`config.mk`:
```
export PLATFORM = sky130hd
export DESIGN_NAME = instr_fetch
export DESIGN_NICKNAME = d
export VERILOG_FILES = /design/src/rtl/rv_pkg.sv /design/src/rtl/instr_fetch.sv
export SDC_FILE = /design/constraint.sdc
export NUM_CORES = 1
export LEC_CHECK = 0
export ABC_AREA = 1
export BUFFER_PORTS_ARGS = -buffer_cell sky130_fd_sc_hd__buf_2
export CAP_MARGIN = 30
export CORE_ASPECT_RATIO = 1.1
export CORE_MARGIN = 5
export CORE_UTILIZATION = 40
export CTS_CLUSTER_DIAMETER = 100
export CTS_CLUSTER_SIZE = 20
export DETAILED_ROUTE_END_ITERATION = 6
export GPL_ROUTABILITY_DRIVEN = 0
export PLACE_DENSITY_LB_ADDON = 0.08
export SLEW_MARGIN = 25
export SYNTH_ARGS = -nofsm -noshare
export SYNTH_HDL_FRONTEND = slang
export SYNTH_SLANG_ARGS = --single-unit
```
`constraint.sdc`:
```
create_clock -name clk -period 1.4 [get_ports clk]
set_clock_uncertainty 0.05 [all_clocks]
set_input_delay 0.21 -clock clk [delete_from_list [all_inputs] [get_ports clk]]
set_output_delay 0.21 -clock clk [all_outputs]
set_load 0.1 [all_outputs]
```
`src/rtl/rv_pkg.sv`:
```
`default_nettype none

package rv_pkg;

  typedef logic [4:0]  reg_idx;
  typedef logic [31:0] gpreg;
  typedef logic [31:0] instr;
  typedef logic [31:0] addr_t;

  // Opcode class, taken from instruction bits 6:2
  typedef enum logic [3:0] {
    INSTR_INVAL,
    INSTR_LOAD,
    INSTR_MISC_MEM,
    INSTR_OP_IMM,
    INSTR_AUIPC,
    INSTR_STORE,
    INSTR_OP,
    INSTR_LUI,
    INSTR_BRANCH,
    INSTR_JALR,
    INSTR_JAL,
    INSTR_SYSTEM
  } instr_op;

  typedef enum logic [2:0] {
    INSTR_R,
    INSTR_I,
    INSTR_S,
    INSTR_B,
    INSTR_U,
    INSTR_J
  } instr_fmt;

  typedef struct packed {
    addr_t pc;
    instr  raw;
  } fetched_instr;

  typedef struct packed {
    instr_op    op;
    instr_fmt   fmt;
    reg_idx     rs1;
    reg_idx     rs2;
    reg_idx     rd;
    logic [2:0] funct3;
    gpreg       imm;
    gpreg       rs1_val;
    gpreg       rs2_val;
    addr_t      pc;
  } decoded_instr;

  // Restarts fetch, also flushes the decode stage
  typedef struct packed {
    logic  valid;
    addr_t pc;
  } redirect_t;

  typedef struct packed {
    logic   valid;
    reg_idx rd;
    gpreg   data;
  } writeback_t;

  // addr is a word index here, not a byte address
  typedef struct packed {
    logic        valid;
    logic [31:0] addr;
    instr        data;
  } imem_write_t;

endpackage

`default_nettype wire

```
`src/rtl/instr_fetch.sv`:
```
`default_nettype none

module instr_fetch (
  input  wire                      clk,
  input  wire                      reset,
  input  wire rv_pkg::redirect_t   redirect,
  output logic                     mem_rd_en,
  output rv_pkg::addr_t            mem_rd_addr,
  input  wire rv_pkg::instr        mem_rd_data,
  output logic                     fetched_valid,
  input  wire                      fetched_ready,
  output rv_pkg::fetched_instr     fetched
);
  import rv_pkg::*;

  addr_t pc_q;
  logic  rd_pending_q;
  logic  valid_q;
  logic  xfer;

  assign xfer = valid_q && fetched_ready;

  // Redirect has priority over a transfer in the same cycle
  always_ff @(posedge clk) begin
    if (reset) begin
      pc_q         <= '0;
      rd_pending_q <= 1'b0;
      valid_q      <= 1'b0;
    end else if (redirect.valid) begin
      pc_q         <= redirect.pc;
      rd_pending_q <= 1'b1;
      valid_q      <= 1'b0;
    end else if (xfer) begin
      pc_q         <= pc_q + 32'd4;
      rd_pending_q <= 1'b1;
      valid_q      <= 1'b0;
    end else if (rd_pending_q) begin
      // Memory samples the address on this edge, data is there next cycle
      rd_pending_q <= 1'b0;
      valid_q      <= 1'b1;
    end
  end

  assign mem_rd_en   = rd_pending_q;
  assign mem_rd_addr = pc_q;

  // Read data register holds the word while rd_en is low
  assign fetched_valid = valid_q;
  assign fetched.pc    = pc_q;
  assign fetched.raw   = mem_rd_data;

endmodule

`default_nettype wire

```
# [After elaboration in Yosys (flattened, before gate mapping)]
# Index checks and enable logic that the tools add are counted.
# Widths: inputs -> output; s select.
[totals] ff_bits=34 latch_bits=0 ramBits=0 rom_bits=0 in_bits=68 out_inout_bits=98 elab_cells=11 memories=0
[op_classes] add_sub_neg=1 multipliers=0 div_mod_pow=0 n_lt_le_gt_ge=0 eq_ne=0 n_shift=0 muxes=4 bitwise=0 n_reduce_logical=3
[op_table] op="$mux 32" count=2
[op_table] op="$add 32x3->32 const B" count=1
[op_table] op="$reduce_or 3->1" count=1
[op_table] op="$mux 1" count=2
[op_table] op="$reduce_bool 2->1" count=1
[op_table] op="$logic_and 1x1->1" count=1

# [Longest topological paths before layout]
[logic_depth] ltp_word=3 mapped_depth=10 ltp_nobuf=10

# [Worst setup path before layout]
# No wires, ideal clock.
[synth_path] kind="register to register" start="reg pc_q[3] (netlist: mem_rd_addr[3])" end="reg pc_q[24] (netlist: mem_rd_addr[24])" setup_time_ns=0.119 arrival_time_ns=2.111 required_ns=1.231 slack_ns=-0.880 stages_incl_launch_ff=11 n_path_buf=0 synth_period_minus_slack_ns=2.280 path_cell_list="dfxtp_1 -> ha_1 -> nand2_2 -> nor2_4 -> nand2_1 -> nor2_2 -> nand2_1 -> nand2_1 -> nand3_1 -> nand2_1 -> o21ai_1"
[synth_between] elab_chain_cells=3
[synth_lines] element="from (decl)" line="instr_fetch.sv:16" source="addr_t pc_q;"
[synth_lines] element="from (signal assigned)" line="instr_fetch.sv:30" source="pc_q <= redirect.pc;"
[synth_lines] element="from (signal assigned)" line="instr_fetch.sv:34" source="pc_q <= pc_q + 32'd4;"
[synth_lines] element="$add 32x3->32" line="instr_fetch.sv:34"
[synth_lines] element="$mux 32" line="instr_fetch.sv:33" source="end else if (xfer) begin"
[synth_lines] element="$mux 32" line="instr_fetch.sv:29" source="end else if (redirect.valid) begin"
# No other way between the ends. The select of a mux whose other input is x is not followed.
# A chain may end at the register's enable or synchronous reset.

# [Worst setup path in the final report]
[layout_path] start="reg pc_q[3] (netlist: mem_rd_addr[3])" end="reg pc_q[23] (netlist: mem_rd_addr[23])"
# Same word-level chain as after synthesis.

==> results.toml <==
[logic_synthesis]
synth.distinct_cells = 31
synthesis.nets = 499
synth_area_sq_um = 2750
synth-seq-area-share = 0.248
synth_edf_count = 0
synthArstFlopShare = 0
avgSynthCellArea_sq_um = 6.39
synth-seq-cells = 34
synth_cells = 430
ys.warnings.count = 0
synth_ff_type = "dfxtp_1"

[route]
dr.pass1.iters = 4
drtAntennaViolNets = 0
wl_microns = 8650
wl_per_cell_microns = 14.9
drtIter0Drc = 137
drc = 0
vias_per_cell = 4.91
via_count = 2840

[clocking]
clk_pin_slew_ns = 0.08
clk-insertion-delay-late_ns = 0.30
clockBufferDepth = 2
cts_tree = "yes"
root_buffer = "clkbuf_8"
cts_buffers = 5
cts.sinks = 34
cts_max_level = 2

[setup_path]
critical-path-top-delay-family = "simple AND/OR/NAND/NOR gates"
path_cells = "buf_6 > nand2_4 > nor2_8 > nand3_4 > nor2_4 > nand2_2 > nand2_1 > nand2_1 > o21ai_1 > inv_1"
path_buf_inv = 2
cp_slowest_cell = "dfxtp_4"
critPathLaunchType = "register"
crit_top_cell = "nand2_1"
crit_path_end_kind = "register"
required_ns = 1.55
critPathMaxFanout = 5
path_class = "reg -> reg"
arrival_ns = 1.58
crit_path_max_incr_delay_ns = 0.36

[sta]
timing.final.ws_setup_ns = -0.0286
max_freq_mhz = 700
slew_violations = 0
finalSetupTns_ns = -0.187
worst_slew_pin_slew_ns = 0.487
rsz0062_at_grt = "yes"
hold_violations = 0
fin_crit_sh = 1.02
slew_headroom = 0.678
setup_viol = 9
period_minus_slack_ns = 1.43
hold_ws_ns = 0.0904

[pwr]
pwr-share-seq = 0.330
switching_power_w = 0.00161
power_frac_comb = 0.452
vdd_drop_max_v = 0.000558
p_leak_nw = 1.73
p_per_area_nw_per_um2 = 871
p_int_w = 0.00175
p_clk_frac = 0.217
swShare = 0.479

[die]
num_rows = 31
dieWidth_microns = 89.0
num_io_pins = 166
dieArea_sq_um = 8630
start_util = 0.414
die_y_microns = 96.9
core_sq_um = 6630

[layout]
nets = 565
syn_to_final_growth_pct = 40.2
n_antenna_cell = 0
fillerInstances = 622
stdcell_count = 579
drive_gt1_frac = 0.475
fin_util = 0.581

[place]
port_buffers = 101
place_worst_setup_slack_ns = -0.0680
dp_hpwl_microns = 6940
dp.cells = 566

[outcome]
status = "complete, but fails checks"
violations = "negative setup slack"

[global_route]
grt_pass1_vias = 2802
grt_max_degree = 22
use_met2 = 0.333
grtUsageMet1 = 0.258
gr-total-overflow = 0
grt_pass1_wl_microns = 14000
grt_usage = 0.205
gr-usage-met3 = 0.0535
antenna_found_initial = 0
gr-max-usage-layer = "met2"

[job]
maxCapViolCount = 0

[hold_path]
hold_class = "in -> reg"
## synthesized netlist by cell type (2+ instances only)
library cell,n,area share
nand3b_1,2,0.0055
nand3_2,2,0.0073
a31oi_1,5,0.011
dfxtp_1,34,0.25
nor2_2,4,0.0091
nand2_4,2,0.0082
xnor2_1,2,0.0064
clkbuf_1,5,0.0068
buf_2,4,0.0073
xor2_1,5,0.016
nor2_4,7,0.029
inv_2,3,0.0041
nand2_2,7,0.016
o21ai_1,6,0.011
a22o_1,4,0.013
a21oi_1,17,0.031
nand2_1,100,0.14
o21ai_0,25,0.046
nor3_1,2,0.0036
a22oi_1,2,0.0055
buf_4,65,0.18
inv_1,41,0.056
nand3_1,27,0.049
nor2_1,52,0.071
## path summary, 6_finish.rpt
path	startpoint	endpoint	slack (ns)	cells past startpoint
worst min-delay path	redirect[1]	mem_rd_addr[1]	0.09	3
worst min register to register	mem_rd_en	fetched_valid	0.42	2
worst max-delay path	mem_rd_addr[3]	mem_rd_addr[23]	-0.03	10
worst max register to register	mem_rd_addr[3]	mem_rd_addr[23]	-0.03	10
## final cells by class
cell class              instances  area (sq um)  area share
flip-flops and latches         34           795       0.206
clock inverters                 2          8.76     0.00227
multi-input cells             278          1570       0.407
inverters                      44           170      0.0442
repair buffers                133          1130       0.295
clock buffers                   6          72.6      0.0188
well taps                      82           103      0.0266
## per-layer routing
metal | vias up | routed length (microns)
li1 | 1430 | -
met3 | 16 | 831
met2 | 117 | 4140
met5 | - | 0
met1 | 1277 | 3520
met4 | 0 | 162
## per-stage QoR
| stage | power (W) | area, sq um |
|---|---|---|
| after global placement | 0.00260 | 3560 |
| after global routing | 0.00351 | 3850 |
| after floorplan | 0.00268 | 2980 |
| final | 0.00335 | 3850 |
| after detailed placement | 0.00260 | 3560 |
| after CTS | 0.00334 | 3700 |
## power groups by stage
| stage | sequential, W | clock, W | combinational, W |
|---|---|---|---|
| after floorplan | 0.00155 | 0 | 0.00113 |
| after global placement | 0.00113 | 0 | 0.00147 |
| after detailed placement | 0.00113 | 0 | 0.00147 |
| after CTS | 0.00111 | 0.000746 | 0.00149 |
| after global routing | 0.00112 | 0.000803 | 0.00158 |
| final | 0.00111 | 0.000729 | 0.00152 |
## logic make-up after synthesis
logic type | Yosys count | synth area share
AOI/OAI and AO/OA | 63 | 0.129
xor gates and xnor gates | 7 | 0.0223
adders and majority gates | 1 | 0.00455
buffers and inverters | 118 | 0.252
DFF | 34 | 0.248
and+or+nand+nor | 207 | 0.345
## worst register-to-register path: cells and delay by family (launching register included)
family | cells | cell delay, ns
and+or+nand+nor | 7 | 0.65
AOI/OAI and AO/OA | 1 | 0.12
DFF | 1 | 0.36
buffers and inverters | 2 | 0.15
## sequential cells by signal, summed over array words and instances, names as in the netlist
name and cells:
mem_rd_addr 32, mem_rd_en 1, fetched_valid 1
## cells in the final DEF, fill, tap and decap left out, drive strengths merged
cell	count
a21boi	1
a21oi	17
a221oi	1
a22o	4
a22oi	2
a31oi	5
buf	110
clkbuf	29
clkinv	2
dfxtp	34
ha	1
inv	44
nand2	109
nand3	29
nand3b	2
nor2	64
nor3	2
o21a	1
o21ai	32
or2	1
xnor2	2
xor2	5
## repair_timing
action                                  4_1_cts  5_1_grt
endpoints found under the setup margin       14       50
hold buffers                                  0        0
gates resized for setup                       8       54
pin swaps                                     4       12
setup buffers                                 4        1
(Power assumes the default switching activity.)
