[config.mk]
export PLATFORM = sky130hd
export DESIGN_NAME = decode_reg
export DESIGN_NICKNAME = d
export VERILOG_FILES = /design/src/rtl/rv_pkg.sv /design/src/rtl/decode_reg.sv
export SDC_FILE = /design/constraint.sdc
export NUM_CORES = 1
export LEC_CHECK = 0
export BUFFER_PORTS_ARGS = -buffer_cell sky130_fd_sc_hd__buf_4
export CAP_MARGIN = 20
export CORE_MARGIN = 10
export CORE_UTILIZATION = 30
export DETAILED_ROUTE_END_ITERATION = 8
export PLACE_DENSITY = 0.65
export SYNTH_ARGS = -nofsm -noshare
export SYNTH_HDL_FRONTEND = slang
export SYNTH_SLANG_ARGS = --single-unit
export TNS_END_PERCENT = 50
[constraint.sdc]
create_clock -name clk -period 3.55 [get_ports clk]
set_input_delay 0.71 -clock clk [delete_from_list [all_inputs] [get_ports clk]]
set_output_delay 0.71 -clock clk [all_outputs]
set_load 0.005 [all_outputs]
[src/rtl/rv_pkg.sv]
`default_nettype none

package rv_pkg;

  typedef logic [4:0]  reg_idx;
  typedef logic [31:0] gpreg;
  typedef logic [31:0] instr;
  typedef logic [31:0] addr_t;

  // Opcode class, taken from instruction bits 6:2
  typedef enum logic [3:0] {
    INSTR_INVAL,
    INSTR_LOAD,
    INSTR_MISC_MEM,
    INSTR_OP_IMM,
    INSTR_AUIPC,
    INSTR_STORE,
    INSTR_OP,
    INSTR_LUI,
    INSTR_BRANCH,
    INSTR_JALR,
    INSTR_JAL,
    INSTR_SYSTEM
  } instr_op;

  typedef enum logic [2:0] {
    INSTR_R,
    INSTR_I,
    INSTR_S,
    INSTR_B,
    INSTR_U,
    INSTR_J
  } instr_fmt;

  typedef struct packed {
    addr_t pc;
    instr  raw;
  } fetched_instr;

  typedef struct packed {
    instr_op    op;
    instr_fmt   fmt;
    reg_idx     rs1;
    reg_idx     rs2;
    reg_idx     rd;
    logic [2:0] funct3;
    gpreg       imm;
    gpreg       rs1_val;
    gpreg       rs2_val;
    addr_t      pc;
  } decoded_instr;

  // Restarts fetch, also flushes the decode stage
  typedef struct packed {
    logic  valid;
    addr_t pc;
  } redirect_t;

  typedef struct packed {
    logic   valid;
    reg_idx rd;
    gpreg   data;
  } writeback_t;

  // addr is a word index here, not a byte address
  typedef struct packed {
    logic        valid;
    logic [31:0] addr;
    instr        data;
  } imem_write_t;

endpackage

`default_nettype wire

[src/rtl/decode_reg.sv]
`default_nettype none

module decode_reg (
  input  wire                       clk,
  input  wire                       reset,
  input  wire                       flush,
  input  wire                       in_valid,
  output logic                      in_ready,
  input  wire rv_pkg::decoded_instr in_data,
  output logic                      out_valid,
  input  wire                       out_ready,
  output rv_pkg::decoded_instr      out_data
);
  import rv_pkg::*;

  logic         valid_q;
  decoded_instr data_q;

  // Empty, or the held item leaves this cycle
  assign in_ready = !valid_q || out_ready;

  always_ff @(posedge clk) begin
    if (reset || flush) begin
      valid_q <= 1'b0;
    end else if (in_ready) begin
      valid_q <= in_valid;
    end
  end

  always_ff @(posedge clk) begin
    if (in_valid && in_ready) begin
      data_q <= in_data;
    end
  end

  assign out_valid = valid_q;
  assign out_data  = data_q;

endmodule

`default_nettype wire

After elaboration in Yosys (flattened, before gate mapping)
Cells that the tools add are included.

word-level totals
  input port bits = 158
  bits in registers = 154

operators by class
  reduce and logical (&&, ||, !) cells = 4

operators by type and width
  cell                 number
  $logic_or A1 B1 Y1   2
  $logic_and A1 B1 Y1  1
  $logic_not A1 Y1     1

Longest topological paths before layout
Gate-level depths: netlist of the first run.

  word-level depth = 3
  depth in mapped cells = 2

Worst setup path before layout of the first run
Ideal clock, no wire load.

  path kind = input -> register
  from = in out_ready
  to = reg data_q (netlist bit out_data[0]), enable pin
  library setup time = 0.447 ns
  required time = 3.103 ns
  arrival time = 2.721 ns
  slack = 0.382 ns
  stages on the path = 2
  cells stage by stage = nand2b_4 > and2_2

on the way
  cells in the longest elaborated chain, start to end = 2

ends and longest elaborated chain
  item                    line              RTL
  start: declaration      decode_reg.sv:11  input wire out_ready,
  $logic_or A1 B1 Y1      decode_reg.sv:20  assign in_ready = !valid_q || out_ready;
  $logic_and A1 B1 Y1     decode_reg.sv:31  if (in_valid && in_ready) begin
  end signal: assignment  decode_reg.sv:32  data_q <= in_data;
  end: declaration        decode_reg.sv:17  decoded_instr data_q;

Every way passes these cells.
A chain may end at the register's enable or synchronous reset.

Worst setup path after layout of the first run
  from = in out_ready
  to = out in_ready

on the way
  cells in the longest elaborated chain, start to end = 1

ends and longest elaborated chain
  item                line              RTL
  $logic_or A1 B1 Y1  decode_reg.sv:20
  end: declaration    decode_reg.sv:8   output logic in_ready,

Every way passes these cells.

==> flow_summary.yaml, run 1 <==
worst_setup_path:
  crit_fanout: 3
  crit_type: "in -> out"
  cp-start-kind: "input pin"
  crit_path_max_incr_delay_ps: 140
  r2r_end: "out_data[95]"
  crit_slowest_cell: "nand2b_4"
  worstSetupEndpointType: "output port"
  cpMostUsedCell: "buf_4"
  r2r_start: "out_valid"
  worst_r2r_path_depth: 3
  path_cells: "buf_4 > nand2b_4 > buf_4"
  critPathArrivalTime_ps: 1090
  required_ps: 2840
  rrSetupSlack_ps: 1900
  crit_family: "buffers and inverters"
  cp_num_buf_inv: 2
final_layout:
  nets: 648
  syn_to_final_growth_pct: 68.8
  n_fill_cell: 1241
  antenna_cells: 0
  drive_above_1_share: 0.688
route:
  drt-total-wl_um: 14200
  drtIter0Drc: 131
  vias: 2900
  wirelength_met1_um: 4830
  wl_per_cell_um: 20.5
  top_layer: "met4"
  first_pass_iters: 4
  postRouteAntennaNets: 0
  wl_met2_um: 7170
  drcViolationCount: 0
  viasPerCell: 4.20
  wl_met3_um: 1910
floorplan:
  dieArea_um2: 20900
  rows: 45
  die_x_um: 145
  fp.dieH_um: 145
  start_util: 0.306
  io_pins: 313
  core_area_um2: 15200
sta:
  tightest_slew_ps: 812
  timing.final.crit_share: 0.507
  max_freq_mhz: 555
  final_max_slew_viol_count: 0
  final.setup_skew_ps: 7.96
  period_needed_ps: 1800
  timing.final.hold_violations: 0
  rsz0062_at_grt: "false"
  tns_ps: 0
  setup_viol: 0
  fin_ws_ps: 1750
  maxSlewHeadroom: 0.459
clocking:
  cts_setup_buffers: 0
  clk_pin_slew_worst_paths_ps: 60
  hold_buffers: 0
  cts_made_buffers: 17
  clk_latency_ps: 410
  h-tree-depth: 4
  cts.repair.resized: 0
  cts_sinks: 154
  root_buffer: "clkbuf_16"
  cts_max_path_buffers: 2
  cts_tree: "built"
synth:
  yosysSeqAreaShare: 0.992
  avgSynthCellArea_um2: 29.4
  synth.distinct_cells: 6
  syn_area_um2: 4650
  synth_nets: 316
  synthCells: 158
  ys_warn_count: 0
  synth-seq-cells: 154
min_path:
  min_path_cells: 2
  hold_class: "in -> reg"
  whs_endpoint: "out_valid"
  min_from: "flush"
power:
  leakagePower_nw: 3.30
  switching_share: 0.201
  seq_power_share: 0.499
  powerDensity_nw_per_um2: 551
  p_clk_frac: 0.420
  ir_drop_uv: 322
  comb_power_share: 0.081
  switchingPower_mw: 0.869
  internal-power_mw: 3.46
place:
  portBuffers: 312
  place_congestion: 0.749
  pre_cts_ws_ps: 1440
global_routing:
  grt_pass1_wl_um: 19500
  grt_pass1_vias: 3330
  grt_overflow: 0
  track_usage: 0.128
  antenna_found_initial: 0
  grt_max_degree: 154
run_status:
  outcome: "finished, final reports clean"
job:
  max-cap-violations: 0
## metal layers
metal / vias to the layer above / track usage
li1: 1309 / -
met4: 0 / 0.0559
met5: - / 0
met1: 1386 / 0.123
met3: 17 / 0.0764
met2: 188 / 0.215
## cells in the mapped netlist
master	count	area, um^2
and2_2	1	7.51
inv_1	1	3.75
edfxtp_1	153	4590
nand2b_4	1	13.8
dfxtp_1	1	20.0
a211oi_2	1	12.5
## metrics by stage
step	area [um^2]	util	cells	power (mW)	hold WS (ps)
2_1_floorplan	4650	-	158	2.24	506
3_3_place_gp	7250	0.477	659	2.55	500
3_5_place_dp	7250	0.477	659	2.56	523
4_1_cts	7850	0.516	691	4.39	426
5_1_grt	7850	0.516	691	4.49	431
6_report	7850	0.516	691	4.33	449
## area by class of cell
| class | instances | area (um^2) | area share |
|---|---|---|---|
| sequential | 154 | 4610 | 0.588 |
| timing repair buffer | 313 | 2360 | 0.301 |
| clock buffer | 18 | 429 | 0.0547 |
| tap | 188 | 235 | 0.0300 |
| clock inverter | 14 | 171 | 0.0218 |
| multi-input combinational | 3 | 35.0 | 0.00446 |
| inverter | 1 | 3.75 | 0.000478 |
## sequential cells by signal, summed over array words and instances, names as in the netlist
name / cells
out_valid: 1
out_data: 153
## worst register-to-register path, stage by stage, from the launching register on
cell and delay, ps:
dfxtp_1 340, nand2b_4 90, and2_4 150, buf_12 570
## power groups by stage
stage	combinational, mW	clock (mW)	sequential, mW
after floorplan	0.0309	0	2.21
after global placement	0.354	0	2.19
after detailed placement	0.361	0	2.20
after CTS	0.361	1.87	2.16
after global routing	0.378	1.95	2.17
final	0.351	1.82	2.16
## how the worst max path moves through the flow
| stage | slack (ps) | cells after the start | start | endpoint |
|---|---|---|---|---|
| after floorplan | 380 | 2 | out_ready | out_data[0] |
| after global placement | 1480 | 4 | out_ready | out_data[104] |
| after detailed placement | 1440 | 4 | out_ready | out_data[117] |
| after CTS | 1750 | 3 | out_ready | in_ready |
| after global routing | 1740 | 3 | out_ready | in_ready |
| final | 1750 | 3 | out_ready | in_ready |
## cells by family (layout without fill, tap and decap cells)
| kind of cell | count (synthesis) | count (layout) | share of synthesized area |
|---|---|---|---|
| flops | 154 | 154 | 0.992 |
| simple gates | 2 | 2 | 0.00457 |
| compound gates | 1 | 1 | 0.00269 |
| buf+inv | 1 | 346 | 0.000806 |
## cells in the final DEF (no fill, tap or decap)
master	instances
clkinv_4	2
nand2b_4	1
a211oi_2	1
dfxtp_1	1
edfxtp_1	153
buf_12	1
clkbuf_1	1
inv_6	2
clkinv_1	1
bufinv_16	3
buf_4	312
clkinvlp_4	5
inv_1	1
and2_4	1
clkbuf_16	17
clkinv_2	1
No activity file was read; power rests on OpenSTA's default activity.
==> run 2, diff against run 1 <==
clock period = 1.85 ns   (was 3.55 ns; I/O delays follow)
==> run 2 against run 1 <==
Sequential power is 92% higher. Global-route usage is 0.26 points higher. Via count is 1.0% higher. Core utilization is 0.66 points higher. Clock-buffer cell count is 7 higher. Clock skew is 2.2 ps lower. Die area stayed put. Critical endpoint is now out_data[6]. Worst setup slack worse by 1300 ps.
==> flow_summary.yaml, run 2 (synthesis results as in run 1) <==
run_status:
  outcome: "finished, final reports clean"
sta:
  period_needed_ps: 1380
  tightest_slew_ps: 401
  final.setup_skew_ps: 5.81
  timing.final.hold_violations: 0
  setup_viol: 0
  timing.final.crit_share: 0.744
  rsz0062_at_grt: "false"
  final_max_slew_viol_count: 0
  maxSlewHeadroom: 0.733
  max_freq_mhz: 726
  tns_ps: 0
place:
  hpwl_um: 11800
  place_congestion: 0.742
  dp.cells: 674
  portBuffers: 312
clocking:
  cts_tree: "built"
  h-tree-depth: 4
  cts_made_buffers: 17
  cts_max_path_buffers: 2
  hold_buffers: 0
  clk_latency_ps: 410
  root_buffer: "clkbuf_16"
  cts_sinks: 154
  clk_pin_slew_worst_paths_ps: 60
  cts.repair.resized: 0
  cts_setup_buffers: 0
final_layout:
  final_core_util: 0.523
  nets: 663
  largest_reg_flops: 153
  stdcell_count: 706
  layout_common_cells: "325 x buf_4, 153 x edfxtp_1, 17 x clkbuf_16"
  antenna_cells: 0
  syn_to_final_growth_pct: 70.9
  drive_above_1_share: 0.693
  final_common_cell: "buf_4"
floorplan:
  start_util: 0.306
  io_pins: 313
  core_area_um2: 15200
  die_x_um: 145
  dieArea_um2: 20900
  fp.dieH_um: 145
  rows: 45
worst_setup_path:
  rrSetupSlack_ps: 470
  cp-start-kind: "flip-flop"
  worst_r2r_path_depth: 3
  required_ps: 1960
  crit_type: "reg -> reg"
  path_cells: "nand2b_4 > and2_4 > buf_12"
  crit_path_max_incr_delay_ps: 400
  worstSetupEndpointType: "flip-flop"
  crit_fanout: 26
  crit_slowest_cell: "and2_4"
  critPathArrivalTime_ps: 1480
global_routing:
  grt_max_degree: 29
  grt_pass1_wl_um: 19700
  grt_overflow: 0
  grt_pass1_vias: 3272
  antenna_found_initial: 0
  track_usage: 0.130
min_path:
  min_path_cells: 2
  hold_class: "in -> reg"
route:
  vias: 2930
  wl_per_cell_um: 20.3
  drtIter0Drc: 80
  drcViolationCount: 0
  first_pass_iters: 4
  drt-total-wl_um: 14300
  viasPerCell: 4.15
  postRouteAntennaNets: 0
power:
  leakagePower_nw: 3.38
  ir_drop_uv: 624
  powerDensity_nw_per_um2: 1020
job:
  max-cap-violations: 0
## run 2: cell types whose count changed in the layout (fill, tap and decap cells not counted)
cell        change
clkinv_4        -2
buf_4          +13
clkinvlp_4      -2
clkbuf_1        +3
bufinv_16       -2
clkbuf_8        +4
clkinv_2        +2
inv_6           -2
clkinv_1        -1
buf_12          +2
## run 2: final timing paths
kind,startpoint,endpoint
hold reg to reg,out_valid,out_valid
hold / removal,flush,out_valid
setup reg to reg,out_valid,out_data[6]
setup / recovery,out_valid,out_data[6]
## run 2: stage by stage
step | hold slack (ps) | worst slack (ps) | power (mW) | cell area (um^2)
2_1_floorplan | 435 | -172 | 4.30 | 4650
3_3_place_gp | 494 | 303 | 4.93 | 7390
3_5_place_dp | 514 | 269 | 4.95 | 7390
4_1_cts | 91.0 | 447 | 8.19 | 7950
5_1_grt | 91.5 | 413 | 8.43 | 7950
6_report | 115 | 473 | 8.08 | 7950
## run 2: critical path, delay by kind of cell, from the launching register on
kind                   cells  cell delay [ps]
and+or+nand+nor            2              480
DFF                        1              330
buffers and inverters      1              240
## run 2: metal layers
metal / vias to the layer above / wire length (um) / part of all wire / global-route usage
met3: 12 / 2080 / 0.14 / 0.0863
met1: 1380 / 4940 / 0.34 / 0.127
met2: 193 / 7120 / 0.50 / 0.214
li1: 1345 / - / - / -
met5: - / 0 / 0 / 0
met4: 0 / 215 / 0.015 / 0.0527
## run 2: layout make-up
type / instances / area, um^2
clock inverter: 7 / 67.6
multi-input combinational: 3 / 35.0
inverter: 1 / 3.75
tap: 188 / 235
clock buffer: 25 / 495
fill: 1263 / 7250
timing repair buffer: 328 / 2500
sequential: 154 / 4610
## run 2: power breakdown
part	internal [mW]	switching, mW
Combinational	0.460	0.259
Clock	1.99	1.24
Sequential	4.08	0.0599
Total	6.53	1.56
