$ cat src/rtl/rv_pkg.sv
`default_nettype none

package rv_pkg;

  typedef logic [4:0]  reg_idx;
  typedef logic [31:0] gpreg;
  typedef logic [31:0] instr;
  typedef logic [31:0] addr_t;

  // Opcode class, taken from instruction bits 6:2
  typedef enum logic [3:0] {
    INSTR_INVAL,
    INSTR_LOAD,
    INSTR_MISC_MEM,
    INSTR_OP_IMM,
    INSTR_AUIPC,
    INSTR_STORE,
    INSTR_OP,
    INSTR_LUI,
    INSTR_BRANCH,
    INSTR_JALR,
    INSTR_JAL,
    INSTR_SYSTEM
  } instr_op;

  typedef enum logic [2:0] {
    INSTR_R,
    INSTR_I,
    INSTR_S,
    INSTR_B,
    INSTR_U,
    INSTR_J
  } instr_fmt;

  typedef struct packed {
    addr_t pc;
    instr  raw;
  } fetched_instr;

  typedef struct packed {
    instr_op    op;
    instr_fmt   fmt;
    reg_idx     rs1;
    reg_idx     rs2;
    reg_idx     rd;
    logic [2:0] funct3;
    gpreg       imm;
    gpreg       rs1_val;
    gpreg       rs2_val;
    addr_t      pc;
  } decoded_instr;

  // Restarts fetch, also flushes the decode stage
  typedef struct packed {
    logic  valid;
    addr_t pc;
  } redirect_t;

  typedef struct packed {
    logic   valid;
    reg_idx rd;
    gpreg   data;
  } writeback_t;

  // addr is a word index here, not a byte address
  typedef struct packed {
    logic        valid;
    logic [31:0] addr;
    instr        data;
  } imem_write_t;

endpackage

`default_nettype wire

$ cat src/rtl/instr_decode.sv
`default_nettype none

module instr_decode (
  input  wire                       fetched_valid,
  output logic                      fetched_ready,
  input  wire rv_pkg::fetched_instr fetched,
  output logic                      dec_valid,
  input  wire                       dec_ready,
  output rv_pkg::decoded_instr      dec,
  output rv_pkg::reg_idx            rs_idx [2],
  input  wire rv_pkg::gpreg         rs_val [2]
);
  import rv_pkg::*;

  instr     word;
  instr_op  op;
  instr_fmt fmt;
  logic     has_rs1;
  logic     has_rs2;
  logic     has_rd;
  reg_idx   rs1;
  reg_idx   rs2;
  gpreg     imm;
  logic     sgn;

  assign word = fetched.raw;
  assign sgn  = word[31];

  // Handshake is passed straight through
  assign dec_valid     = fetched_valid;
  assign fetched_ready = dec_ready;

  // Opcode class and format
  always_comb begin
    op  = INSTR_INVAL;
    // Invalid words keep every raw field
    fmt = INSTR_R;
    if (word[1:0] == 2'b11) begin
      case (word[6:2])
        5'b00000: begin
          op  = INSTR_LOAD;
          fmt = INSTR_I;
        end
        5'b00011: begin
          // FENCE flags live in the I immediate
          op  = INSTR_MISC_MEM;
          fmt = INSTR_I;
        end
        5'b00100: begin
          op  = INSTR_OP_IMM;
          fmt = INSTR_I;
        end
        5'b00101: begin
          op  = INSTR_AUIPC;
          fmt = INSTR_U;
        end
        5'b01000: begin
          op  = INSTR_STORE;
          fmt = INSTR_S;
        end
        5'b01100: begin
          op  = INSTR_OP;
          fmt = INSTR_R;
        end
        5'b01101: begin
          op  = INSTR_LUI;
          fmt = INSTR_U;
        end
        5'b11000: begin
          op  = INSTR_BRANCH;
          fmt = INSTR_B;
        end
        5'b11001: begin
          op  = INSTR_JALR;
          fmt = INSTR_I;
        end
        5'b11011: begin
          op  = INSTR_JAL;
          fmt = INSTR_J;
        end
        5'b11100: begin
          op  = INSTR_SYSTEM;
          fmt = INSTR_I;
        end
        default: begin
          op  = INSTR_INVAL;
          fmt = INSTR_R;
        end
      endcase
    end
  end

  // Register fields present per format
  assign has_rs1 = (fmt != INSTR_U) && (fmt != INSTR_J);
  assign has_rs2 = (fmt != INSTR_U) && (fmt != INSTR_J) && (fmt != INSTR_I);
  assign has_rd  = (fmt != INSTR_S) && (fmt != INSTR_B);

  assign rs1 = has_rs1 ? word[19:15] : 5'd0;
  assign rs2 = has_rs2 ? word[24:20] : 5'd0;

  // R format uses the I layout, funct7 ends up in imm[11:5]
  always_comb begin
    case (fmt)
      INSTR_R, INSTR_I: imm = {{20{sgn}}, word[31:20]};
      INSTR_S: imm = {{20{sgn}}, word[31:25], word[11:7]};
      INSTR_B: imm = {{20{sgn}}, word[7], word[30:25], word[11:8], 1'b0};
      INSTR_U: imm = {word[31:12], 12'd0};
      INSTR_J: imm = {{12{sgn}}, word[19:12], word[20], word[30:21], 1'b0};
      default: imm = '0;
    endcase
  end

  assign rs_idx[0] = rs1;
  assign rs_idx[1] = rs2;

  assign dec.op      = op;
  assign dec.fmt     = fmt;
  assign dec.rs1     = rs1;
  assign dec.rs2     = rs2;
  assign dec.rd      = has_rd ? word[11:7] : 5'd0;
  assign dec.funct3  = word[14:12];
  assign dec.imm     = imm;
  assign dec.rs1_val = rs_val[0];
  assign dec.rs2_val = rs_val[1];
  assign dec.pc      = fetched.pc;

endmodule

`default_nettype wire

$ cat config.mk
export PLATFORM = sky130hd
export DESIGN_NAME = instr_decode
export DESIGN_NICKNAME = d
export VERILOG_FILES = /design/src/rtl/rv_pkg.sv /design/src/rtl/instr_decode.sv
export SDC_FILE = /design/constraint.sdc
export NUM_CORES = 1
export LEC_CHECK = 0
export BUFFER_PORTS_ARGS = -buffer_cell sky130_fd_sc_hd__buf_2
export CORE_AREA = 4 4 112 114
export DETAILED_ROUTE_END_ITERATION = 16
export DIE_AREA = 0 0 116 118
export GPL_TIMING_DRIVEN = 0
export PLACE_DENSITY = 0.5
export SLEW_MARGIN = 20
export SYNTH_ARGS = -nofsm -noshare
export SYNTH_HDL_FRONTEND = slang
export SYNTH_SLANG_ARGS = --single-unit
$ cat constraint.sdc
create_clock -name vclk -period 3.8
set_input_delay 1.14 -clock vclk [all_inputs]
set_output_delay 1.14 -clock vclk [all_outputs]
set_load 0.02 [all_outputs]
==> After elaboration in Yosys (flattened, before gate mapping) <==
Memory sizes are Yosys's and may differ from the RTL's.
Index checks and enable logic that the tools add are counted.
{ "totals": {"register_bits": 0, "latchBits": 0, "ramBits": 0, "romBits": 224, "input_bits": 130, "out_inout_bits": 165, "word_cells": 23, "n_memories": 1} }
{ "memory_table": {"columns": ["name", "words", "word_bits", "read_ports", "rd_ports_with_merged_regs", "wr", "line", "text"], "rows": [
  ["(name not given)", 32, 7, 1, 0, 0, "instr_decode.sv:39", "case (word[6:2])"]
]} }
{ "classes": {"n_addsub": 0, "mul": 0, "div": 0, "magnitude_cmp": 0, "n_eq_ne": 11, "shift": 0, "mux": 6, "bitwise_logic": 0, "reduce_logical": 5} }
{ "op_table": {"columns": ["operator", "count"], "rows": [
  ["one-hot mux 32 bit (5 select lines)", 1],
  ["two-way mux 5 bit", 3],
  ["equality test 3 x 2 -> 1 bit (second input constant)", 2],
  ["equality test 3 bit (second input constant)", 2],
  ["!= test 3 x 2 -> 1 bit (second input constant)", 2],
  ["!= test 3 bit (second input constant)", 2],
  ["two-way mux 4 bit", 1],
  ["equality test 3 x 1 -> 1 bit (second input constant)", 1],
  ["logical AND 1 bit", 3],
  ["logical NOT 3 bit", 1],
  ["two-way mux 3 bit", 1],
  ["!= test 3 x 1 -> 1 bit (second input constant)", 1],
  ["equality test 2 bit (second input constant)", 1],
  ["OR reduction 2 bit", 1]
]} }

==> Logic depth before layout (Yosys ltp) <==
Gate-level depths: netlist (run 1).
{ "depth": {"ltp_word": 6, "mapped_depth": 8, "ltp_nobuf": 7} }

==> Least setup slack after synthesis (run 1) <==
OpenSTA, ideal clock, no wires.
{ "synth_timing": {"kind": "input to output", "startpoint": "input port fetched[3] (netlist name)", "endpoint": "output port rs_idx[0] (netlist name)", "t_arrival_ns": 2.649, "required_ns": 2.660, "setup_slack_ns": 0.011, "stages": 7, "n_path_buf": 1, "path_cell_list": "inv_1 -> ha_1 -> nand2b_1 -> and4_1 -> o31a_1 -> nor2_1 -> buf_4"} }
{ "synth_rtl": {"columns": ["element", "line", "text"], "rows": [
  ["from (decl)", "instr_decode.sv:6", "input wire rv_pkg::fetched_instr fetched,"],
  ["to (decl)", "instr_decode.sv:10", "output rv_pkg::reg_idx rs_idx [2],"]
]} }

==> summary.md, run 1 <==
| Metric | Value |
|---|---|
| Max-cap violation count | 0 |
| Lkg Pwr | 1.89 nW |
| Post-Syn Instances | 238 |
| Synth Area per Inst | 7.19 sq um |
| Core area | 0.0114 sq mm |
| Worst Setup End Kind | output port |
| Crit-path cells | buf_2, buf_4, mux2i_1, or4b_4, mux2i_1, mux2i_2, buf_4 |
| Crit path largest cell delay | 510 ps |
| Commonest non-fill, non-tap cell in the layout | buf_2 |
| Fin crit share | 99.3% |
| Ys Warns | 0 |
| Via Count | 2231 |
| DRC Markers | 0 |
| Pre-antenna DRT Iters | 3 |
| Most frequent cells in the layout | buf_2 (180), buf_4 (133), nand2_1 (22) |
| Die area | 0.0137 sq mm |
| FFs & Latches | 0 |
| Die outline width | 116 microns |
| Post-synth cell types | 36 |
| Antenna Cells | 0 |
| Top cells by area in the synthesized netlist | buf_4 (50%), o211ai_2 (8.0%), nand2_1 (5.0%) |
| Power Density | 135 mW/mm^2 |
| Largest net degree at the start of global routing | 11 |
| Initial DRC count | 49 |
| Min cycle time layout | 3770 ps |
| CTS hold repair buffers | 0 |
| DRT Wirelength | 7110 microns |
| Ports | 295 |
| Fin Hold WS | 2500 ps |
| Port buffer count | 196 |
| Total Nets Final | 582 |
| Fin area | 0.00321 sq mm |
| Worst hold path type | primary input to output port |
| Slew headroom | 77.5% |
| Dpl hpwl | 6270 microns |
| Post-synth top area share | 50.0% |
| Routed vias/inst | 3.78 |
| Peak Freq | 0.265 GHz |
| Sequential cell area | 0 sq um |
| Row cnt | 39 |
| WP data arrival | 2630 ps |
| WL/cell | 12.0 microns |
| Syn Nets | 371 |
| Unrepaired setup endpoints after global routing | yes |
| Placed Instances | 577 |
| First-pass GRT wire length | 10400 microns |
| Synth area leader | buf_4 |
| Placement Cell Area | 0.00287 sq mm |
| Worst Tran Pin Value | 336 ps |
| Grt total ovfl | 0 |
| Area Overhead vs Synth | 87.5% |
| Finished Layout Cells | 590 |
| Mapped Area | 0.00171 sq mm |
| Final Max Slew Viols | 0 |
| Routed Antenna Nets | 0 |
| Post-layout util | 28.1% |
| Crit path kind | primary input to output port |
| Crit-path max FO | 10 |
| Status | finished, final reports clean |
| Final setup violation count | 0 |
| GRT Total Usage | 8.77% |
| Post-synthesis sequential area ratio | 0% |
| Die Y | 118 microns |
| Initial antenna violation count | 1 |
| Routability Congestion | 0.751 |
| Crit path required time | 2660 ps |
| Max stage delay cell, worst path | or4b_4 |
| Worst vdd ir | 61.4 uV |
| CP startpoint kind | primary input |
| Fin. Hold Viols | 0 |
| Initial Utilization | 15.0% |
| Fraction of layout cells with a size suffix above 1 | 81.9% |
| Vias in the first global route | 2265 |
| Clkbuf count | 0 |
## critical path, delay by kind of cell
| kind | cells | cell delay [ps] |
|---|---|---|
| buf+inv | 3 | 460 |
| mux | 3 | 530 |
| simple gates | 1 | 510 |
## per-layer routing
| layer | global-route usage, % | routed length, microns |
|---|---|---|
| met1 | 9.25 | 2250 |
| met2 | 18.8 | 4030 |
| met3 | 0.823 | 807 |
| met4 | 0.218 | 4 |
| met5 | 0 | 20 |
## worst paths after layout
path                   start       end  slack (ps)  depth (start not counted)
setup / recovery  fetched[4]  dec[107]          30                          7
hold / removal    rs_val[63]   dec[95]        2500                          2
## layout make-up
type                            count  area, sq um
Tap cell                          143          179
Multi-Input combinational cell    101          835
Fill cell                        1277         8210
Buffer                            121          940
Timing Repair Buffer              209         1190
Inverter                           16         65.1
## where the power goes
part / internal (W) / leakage, nW / switching (W)
Combinational: 0.000200 / 1.89 / 0.000232
Clock: 0 / 0 / 0
Sequential: 0 / 0 / 0
Total: 0.000200 / 1.89 / 0.000232
## cell usage after synthesis (2+ instances only)
library cell	n
a21oi_1	8
a32o_1	4
buf_2	3
buf_4	114
buf_6	4
ha_1	3
inv_1	14
inv_2	2
mux2i_1	5
nand2_1	23
nand2b_1	3
nand3b_1	2
nand4_1	3
nor2_1	8
nor2b_1	10
o211ai_1	2
o211ai_2	11
## metrics by stage
stage	worst slack (ps)	total power [W]	TNS [ps]
after global placement	-209	0.000403	-4870
after floorplan	11.3	0.000281	0
final	27.4	0.000432	0
after global routing	-25.3	0.000464	-36.8
after CTS	-10.1	0.000424	-39.6
after detailed placement	-221	0.000405	-5710
## kinds of logic (layout without fill, tap and decap cells)
kind of cell	count (synthesis)	after routing	synth area share, %
muxes	6	6	3.58
and+or+nand+nor	58	58	18.5
buffers and inverters	137	346	57.1
xor gates and xnor gates	1	1	0.512
AOI/OAI and AO/OA	33	33	18.1
adders and majority gates	3	3	2.19
## repair_timing
item,CTS,global route
pin swaps,9,9
setup endpoints to repair,45,35
setup buffers,8,4
gates resized for setup,37,24
gates cloned,0,1
No activity file was read; power rests on OpenSTA's default activity.
==> run 2: changes to the inputs <==
--- a/config.mk
+++ b/config.mk
@@ -6,11 +6,11 @@
 export NUM_CORES = 1
 export LEC_CHECK = 0
 export BUFFER_PORTS_ARGS = -buffer_cell sky130_fd_sc_hd__buf_2
-export CORE_AREA = 4 4 112 114
+export CORE_AREA = 2 2 113 115
 export DETAILED_ROUTE_END_ITERATION = 16
-export DIE_AREA = 0 0 116 118
+export DIE_AREA = 0 0 115 117
 export GPL_TIMING_DRIVEN = 0
-export PLACE_DENSITY = 0.5
+export PLACE_DENSITY = 0.48
 export SLEW_MARGIN = 20
 export SYNTH_ARGS = -nofsm -noshare
 export SYNTH_HDL_FRONTEND = slang
==> summary.md, run 2 (synthesis gave the netlist of run 1 again) <==
| Metric | Value |
|---|---|
| Status | finished, final reports clean |
| Crit path required time | 2660 ps (about the same) |
| Final Max Slew Viols | 0 (unchanged) |
| Ports | 295 (unchanged) |
| Fin area | 0.00325 sq mm (+1.4%) |
| Via Count | 2239 (+0.36%) |
| Power Density | 134 mW/mm^2 (-0.83%) |
| Worst vdd ir | 59.3 uV (-3.4%) |
| Dpl ws | -270 ps (-48.7 ps) |
| Die Y | 117 microns (-0.85%) |
| Worst hold path depth | 2 (unchanged) |
| Finished Layout Cells | 602 (+2.0%) |
| WL/cell | 11.0 microns (-8.8%) |
| Grt total ovfl | 0 (unchanged) |
| Clkbuf count | 0 (unchanged) |
| Vias in the first global route | 1810 (-20%) |
| First-pass GRT wire length | 8600 microns (-17%) |
| Final setup violation count | 0 (unchanged) |
| Placement Cell Area | 0.00288 sq mm (+0.31%) |
| Max-cap violation count | 0 (unchanged) |
| Flop pwr share | 0% (unchanged) |
| GRT Total Usage | 7.89% (-0.88 points) |
| Initial DRC count | 57 (+16%) |
| Unrepaired setup endpoints after global routing | yes |
| Int Pwr | 0.000205 W (+2.2%) |
| Crit-path max FO | 5 (-5) |
| Core area | 0.0123 sq mm (+7.8%) |
| WP data arrival | 2660 ps (+30 ps) |
| Worst Tran Pin Value | 329 ps (-7.10 ps) |
| Placed Instances | 584 (+1.2%) |
| Initial Utilization | 13.9% (-1.1 points) |
| Peak Freq | 0.263 GHz (-0.72%) |
| DRC Markers | 0 (unchanged) |
| Fin crit share | 100% (+0.72 points) |
| Final setup margin | 0.182 ps (-27.2 ps) |
| Worst hold path type | primary input to output port |
| Comb pwr share | 100.0% (about the same) |
| Sequential cell area | 0 sq um (unchanged) |
| Psw | 0.000230 W (-0.82%) |
| Routability Congestion | 0.729 (-3.0%) |
| Slew headroom | 78.1% (+0.50 points) |
| CP startpoint kind | primary input |
| Pre-antenna DRT Iters | 4 (+1) |
| Routed Antenna Nets | 0 (unchanged) |
| Lkg Pwr | 1.90 nW (+0.80%) |
| Port buffer count | 196 (unchanged) |
| Worst Setup End Kind | output port |
| Commonest non-fill, non-tap cell in the layout | buf_2 |
| Area Overhead vs Synth | 90.1% |
| Min cycle time layout | 3800 ps (+27.2 ps) |
| DRT Wirelength | 6620 microns (-6.9%) |
| Initial antenna violation count | 1 (unchanged) |
| Die outline width | 115 microns (-0.86%) |
| Fraction of layout cells with a size suffix above 1 | 81.6% (-0.28 points) |
| Largest net degree at the start of global routing | 11 (unchanged) |
| Row cnt | 41 (+5.1%) |
| Die area | 0.0135 sq mm (-1.7%) |
| Most frequent cells in the layout | buf_2 (180), buf_4 (134), nand2_1 (22) |
| Total power draw | 0.000434 W (+0.56%) |
| Setup TNS | 0 ps (unchanged) |
| Sw Share | 52.9% (-0.74 points) |
| Clock share of power | 0% (unchanged) |
| Total Nets Final | 586 (+0.69%) |
| FFs & Latches | 0 (unchanged) |
| Crit path kind | primary input to output port |
| CTS hold repair buffers | 0 (unchanged) |
| Dpl hpwl | 5800 microns (-7.6%) |
| Routed vias/inst | 3.72 (-1.6%) |
| Fin. Hold Viols | 0 (unchanged) |
run 2: final timing paths:
kind        from        to
max   fetched[2]  dec[124]
min   rs_val[48]   dec[80]
run 2: power by group through the flow:
stage                     clock [W]  combinational [W]  sequential (W)
floorplan                         0           0.000281               0
global placement                  0           0.000401               0
detailed placement                0           0.000402               0
CTS                               0           0.000421               0
global route                      0           0.000467               0
finish              0.0000000000352           0.000434               0
run 2: final cells by class:
| type | instances | area (sq um) |
|---|---|---|
| Tap cell | 150 | 188 |
| Buffer | 121 | 932 |
| Timing Repair Buffer | 213 | 1240 |
| Antenna cell | 1 | 2.50 |
| Fill cell | 1349 | 9060 |
| Multi-Input combinational cell | 101 | 817 |
| Inverter | 16 | 67.6 |
run 2: through the flow:
step / utilization, % / hold WS [ps]
2_1_floorplan: - / 2390
3_3_place_gp: 23.4 / 2500
3_5_place_dp: 23.4 / 2500
4_1_cts: 25.2 / 2500
5_1_grt: 26.4 / 2500
6_report: 26.4 / 2500
run 2: repair_timing:
action / in CTS / in global routing
pin swaps: 8 / 5
setup buffers: 8 / 8
endpoints found under the hold margin: 0 / 0
resized for setup: 41 / 24
cloned: 1 / 0
endpoints found under the setup margin: 42 / 30
run 2: metal layers:
metal / global-route usage, % / part of all wire, % / up-vias
met5: 0 / 0 / -
met4: 0 / 0 / 0
met3: 1.08 / 9.6 / 0
met2: 17.4 / 56 / 152
met1: 8.16 / 34 / 989
li1: - / - / 1098
run 2: critical path, cell delays in order:
cell and delay [ps]:
buf_8 90, inv_2 40, ha_4 160, and3b_2 240
a211oi_4 240, buf_6 140, nand3_4 100, buf_8 170
o211ai_2 190, buf_6 140
==> run 3: changes to the inputs <==
--- a/config.mk
+++ b/config.mk
@@ -6,9 +6,9 @@
 export NUM_CORES = 1
 export LEC_CHECK = 0
 export BUFFER_PORTS_ARGS = -buffer_cell sky130_fd_sc_hd__buf_2
-export CORE_AREA = 2 2 113 115
+export CORE_AREA = 2 2 116 118
 export DETAILED_ROUTE_END_ITERATION = 16
-export DIE_AREA = 0 0 115 117
+export DIE_AREA = 0 0 118 120
 export GPL_TIMING_DRIVEN = 0
 export PLACE_DENSITY = 0.48
 export SLEW_MARGIN = 20
==> constraint.sdc (replaced) <==
create_clock -name vclk -period 3.35
set_input_delay 1.005 -clock vclk [all_inputs]
set_output_delay 1.005 -clock vclk [all_outputs]
set_load 0.02 [all_outputs]
==> summary.md, run 3 (synthesis gave the netlist of run 1 again) <==
| Metric | Value |
|---|---|
| Routed vias/inst | 3.66 (-1.6%) |
| Via Count | 2317 (+3.5%) |
| Ports | 295 (unchanged) |
| Crit path required time | 2340 ps (-320 ps) |
| Setup TNS | -3050 ps (-3050 ps) |
| Routed Antenna Nets | 0 (unchanged) |
| Max-cap violation count | 0 (unchanged) |
| Initial DRC count | 24 (-58%) |
| WL/cell | 12.5 microns (+13%) |
| Row cnt | 42 (+2.4%) |
| First-pass GRT wire length | 11500 microns (+34%) |
| Most frequent cells in the layout | buf_2 (136), buf_4 (128), buf_6 (63) |
| Port buffer count | 196 (unchanged) |
| Placed Instances | 610 (+4.5%) |
| Worst hold start | rs_val[8] |
| Core area | 0.0130 sq mm (+5.4%) |
| Die outline width | 118 microns (+2.6%) |
| Worst vdd ir | 73.5 uV (+24%) |
| Commonest non-fill, non-tap cell in the layout | buf_2 |
| Unrepaired setup endpoints after global routing | yes |
| Crit-path cells | buf_12, inv_8, ha_4, nand3b_1, a211oi_4, nand3_4, buf_8, o211ai_2, buf_6 |
| Fin. Hold Viols | 0 (unchanged) |
| Dpl hpwl | 6150 microns (+6.1%) |
| Finished Layout Cells | 633 (+5.1%) |
| Multi-input logic area | 0.00109 sq mm (+33%) |
| Max stage delay cell, worst path | a211oi_4 |
| Lkg Pwr | 2.17 nW (+14%) |
| Sequential cell area | 0 sq um (unchanged) |
| Crit path largest cell delay | 350 ps (+110 ps) |
| Crit-path max FO | 5 (unchanged) |
| Worst hold path depth | 2 (unchanged) |
| Clkbuf count | 0 (unchanged) |
| Largest net degree at the start of global routing | 11 (unchanged) |
| Die Y | 120 microns (+2.6%) |
| Initial antenna violation count | 0 (-1) |
| Antenna Cells | 0 (-1) |
| Initial Utilization | 13.2% (-0.72 points) |
| Total Nets Final | 592 (+1.0%) |
| Failing checks | setup timing |
| Die area | 0.0142 sq mm (+5.2%) |
| Grt total ovfl | 0 (unchanged) |
| Worst hold path endpoint | dec[40] |
| Vias in the first global route | 2273 (+26%) |
| Crit path depth | 9 (-1) |
| Peak Freq | 0.285 GHz |
| DRT Wirelength | 7890 microns (+19%) |
| CP startpoint kind | primary input |
| Fraction of layout cells with a size suffix above 1 | 89.3% (+7.7 points) |
| GRT Total Usage | 9.78% (+1.9 points) |
| Final setup violation count | 39 (+39) |
| Crit path kind | primary input to output port |
| Power Density | 147 mW/mm^2 (+10%) |
| DRC Markers | 0 (unchanged) |
| Final Max Slew Viols | 0 (unchanged) |
| Status | finished with violations |
| Slew headroom | 79.7% (+1.7 points) |
| Filler Cells Inserted | 1371 (+1.6%) |
| Pre-antenna DRT Iters | 4 (unchanged) |
| Fin crit share | 105% |
| Critical path buffers and inverters | 4 (-1) |
| Placement Cell Area | 0.00297 sq mm (+3.1%) |
| FFs & Latches | 0 (unchanged) |
| Worst hold path type | primary input to output port |
| Routability Congestion | 0.740 (+1.5%) |
| Worst Setup End Kind | output port |
| Crit path max-delay family | compound AO/OA/AOI/OAI gates |
| Final setup margin | -164 ps (-164 ps) |
| Fin area | 0.00395 sq mm (+22%) |
| Min cycle time layout | 3510 ps |
| Worst Tran Pin Value | 303 ps (-26.0 ps) |
| Fin Hold WS | 2230 ps (-270 ps) |
| Area Overhead vs Synth | 131% |
| WP data arrival | 2510 ps (-150 ps) |
## run 3: cell types whose count changed in the layout (fill, tap and decap cells not counted), sizes merged
| cell | delta |
|---|---|
| clkbuf | +1 |
| diode | -1 |
| buf | +4 |
| nor2 | +1 |
## run 3: repair_timing
item / CTS / global route
resized for setup: 173 / 48
gates cloned: 3 / 1
endpoints found under the setup margin: 58 / 56
buffers inserted: 13 / 8
pin swaps: 32 / 17
hold buffers: 0 / 0
## run 3: worst max path at each step
stage	startpoint	end	slack (ps)
after floorplan	fetched[3]	dec[107]	9
after global placement	fetched[3]	dec[121]	-430
after detailed placement	fetched[3]	dec[121]	-440
after CTS	fetched[3]	dec[121]	-210
after global routing	fetched[3]	dec[121]	-260
final	fetched[3]	dec[121]	-160
## run 3: power by group
group	total (W)	leakage, nW	internal (W)	switching, W
sequential	0	0	0	0
clock	0	0	0	0
combinational	0.000581	2.17	0.000290	0.000291
total	0.000581	2.17	0.000290	0.000291
## run 3: layer usage
metal	wire [microns]	vias to the layer above	global-route usage (%)
li1	-	1118	-
met1	2740	1051	10.6
met2	4520	148	20.6
met3	632	0	1.57
met4	0	0	0
met5	0	-	0
## run 3: per-stage QoR
step	utilization, %	setup slack, ps	total power, W
finish	30.5	-164	0.000581
floorplan	-	9.32	0.000327
detailed placement	22.9	-437	0.000466
global placement	22.9	-429	0.000465
global route	30.5	-257	0.000616
CTS	28.9	-214	0.000563
## run 3: cell type report
class	count	share of cell area, %
Buffer	120	25.0
Tap cell	176	5.57
Inverter	16	1.84
Timing Repair Buffer	219	40.1
Multi-Input combinational cell	102	27.5
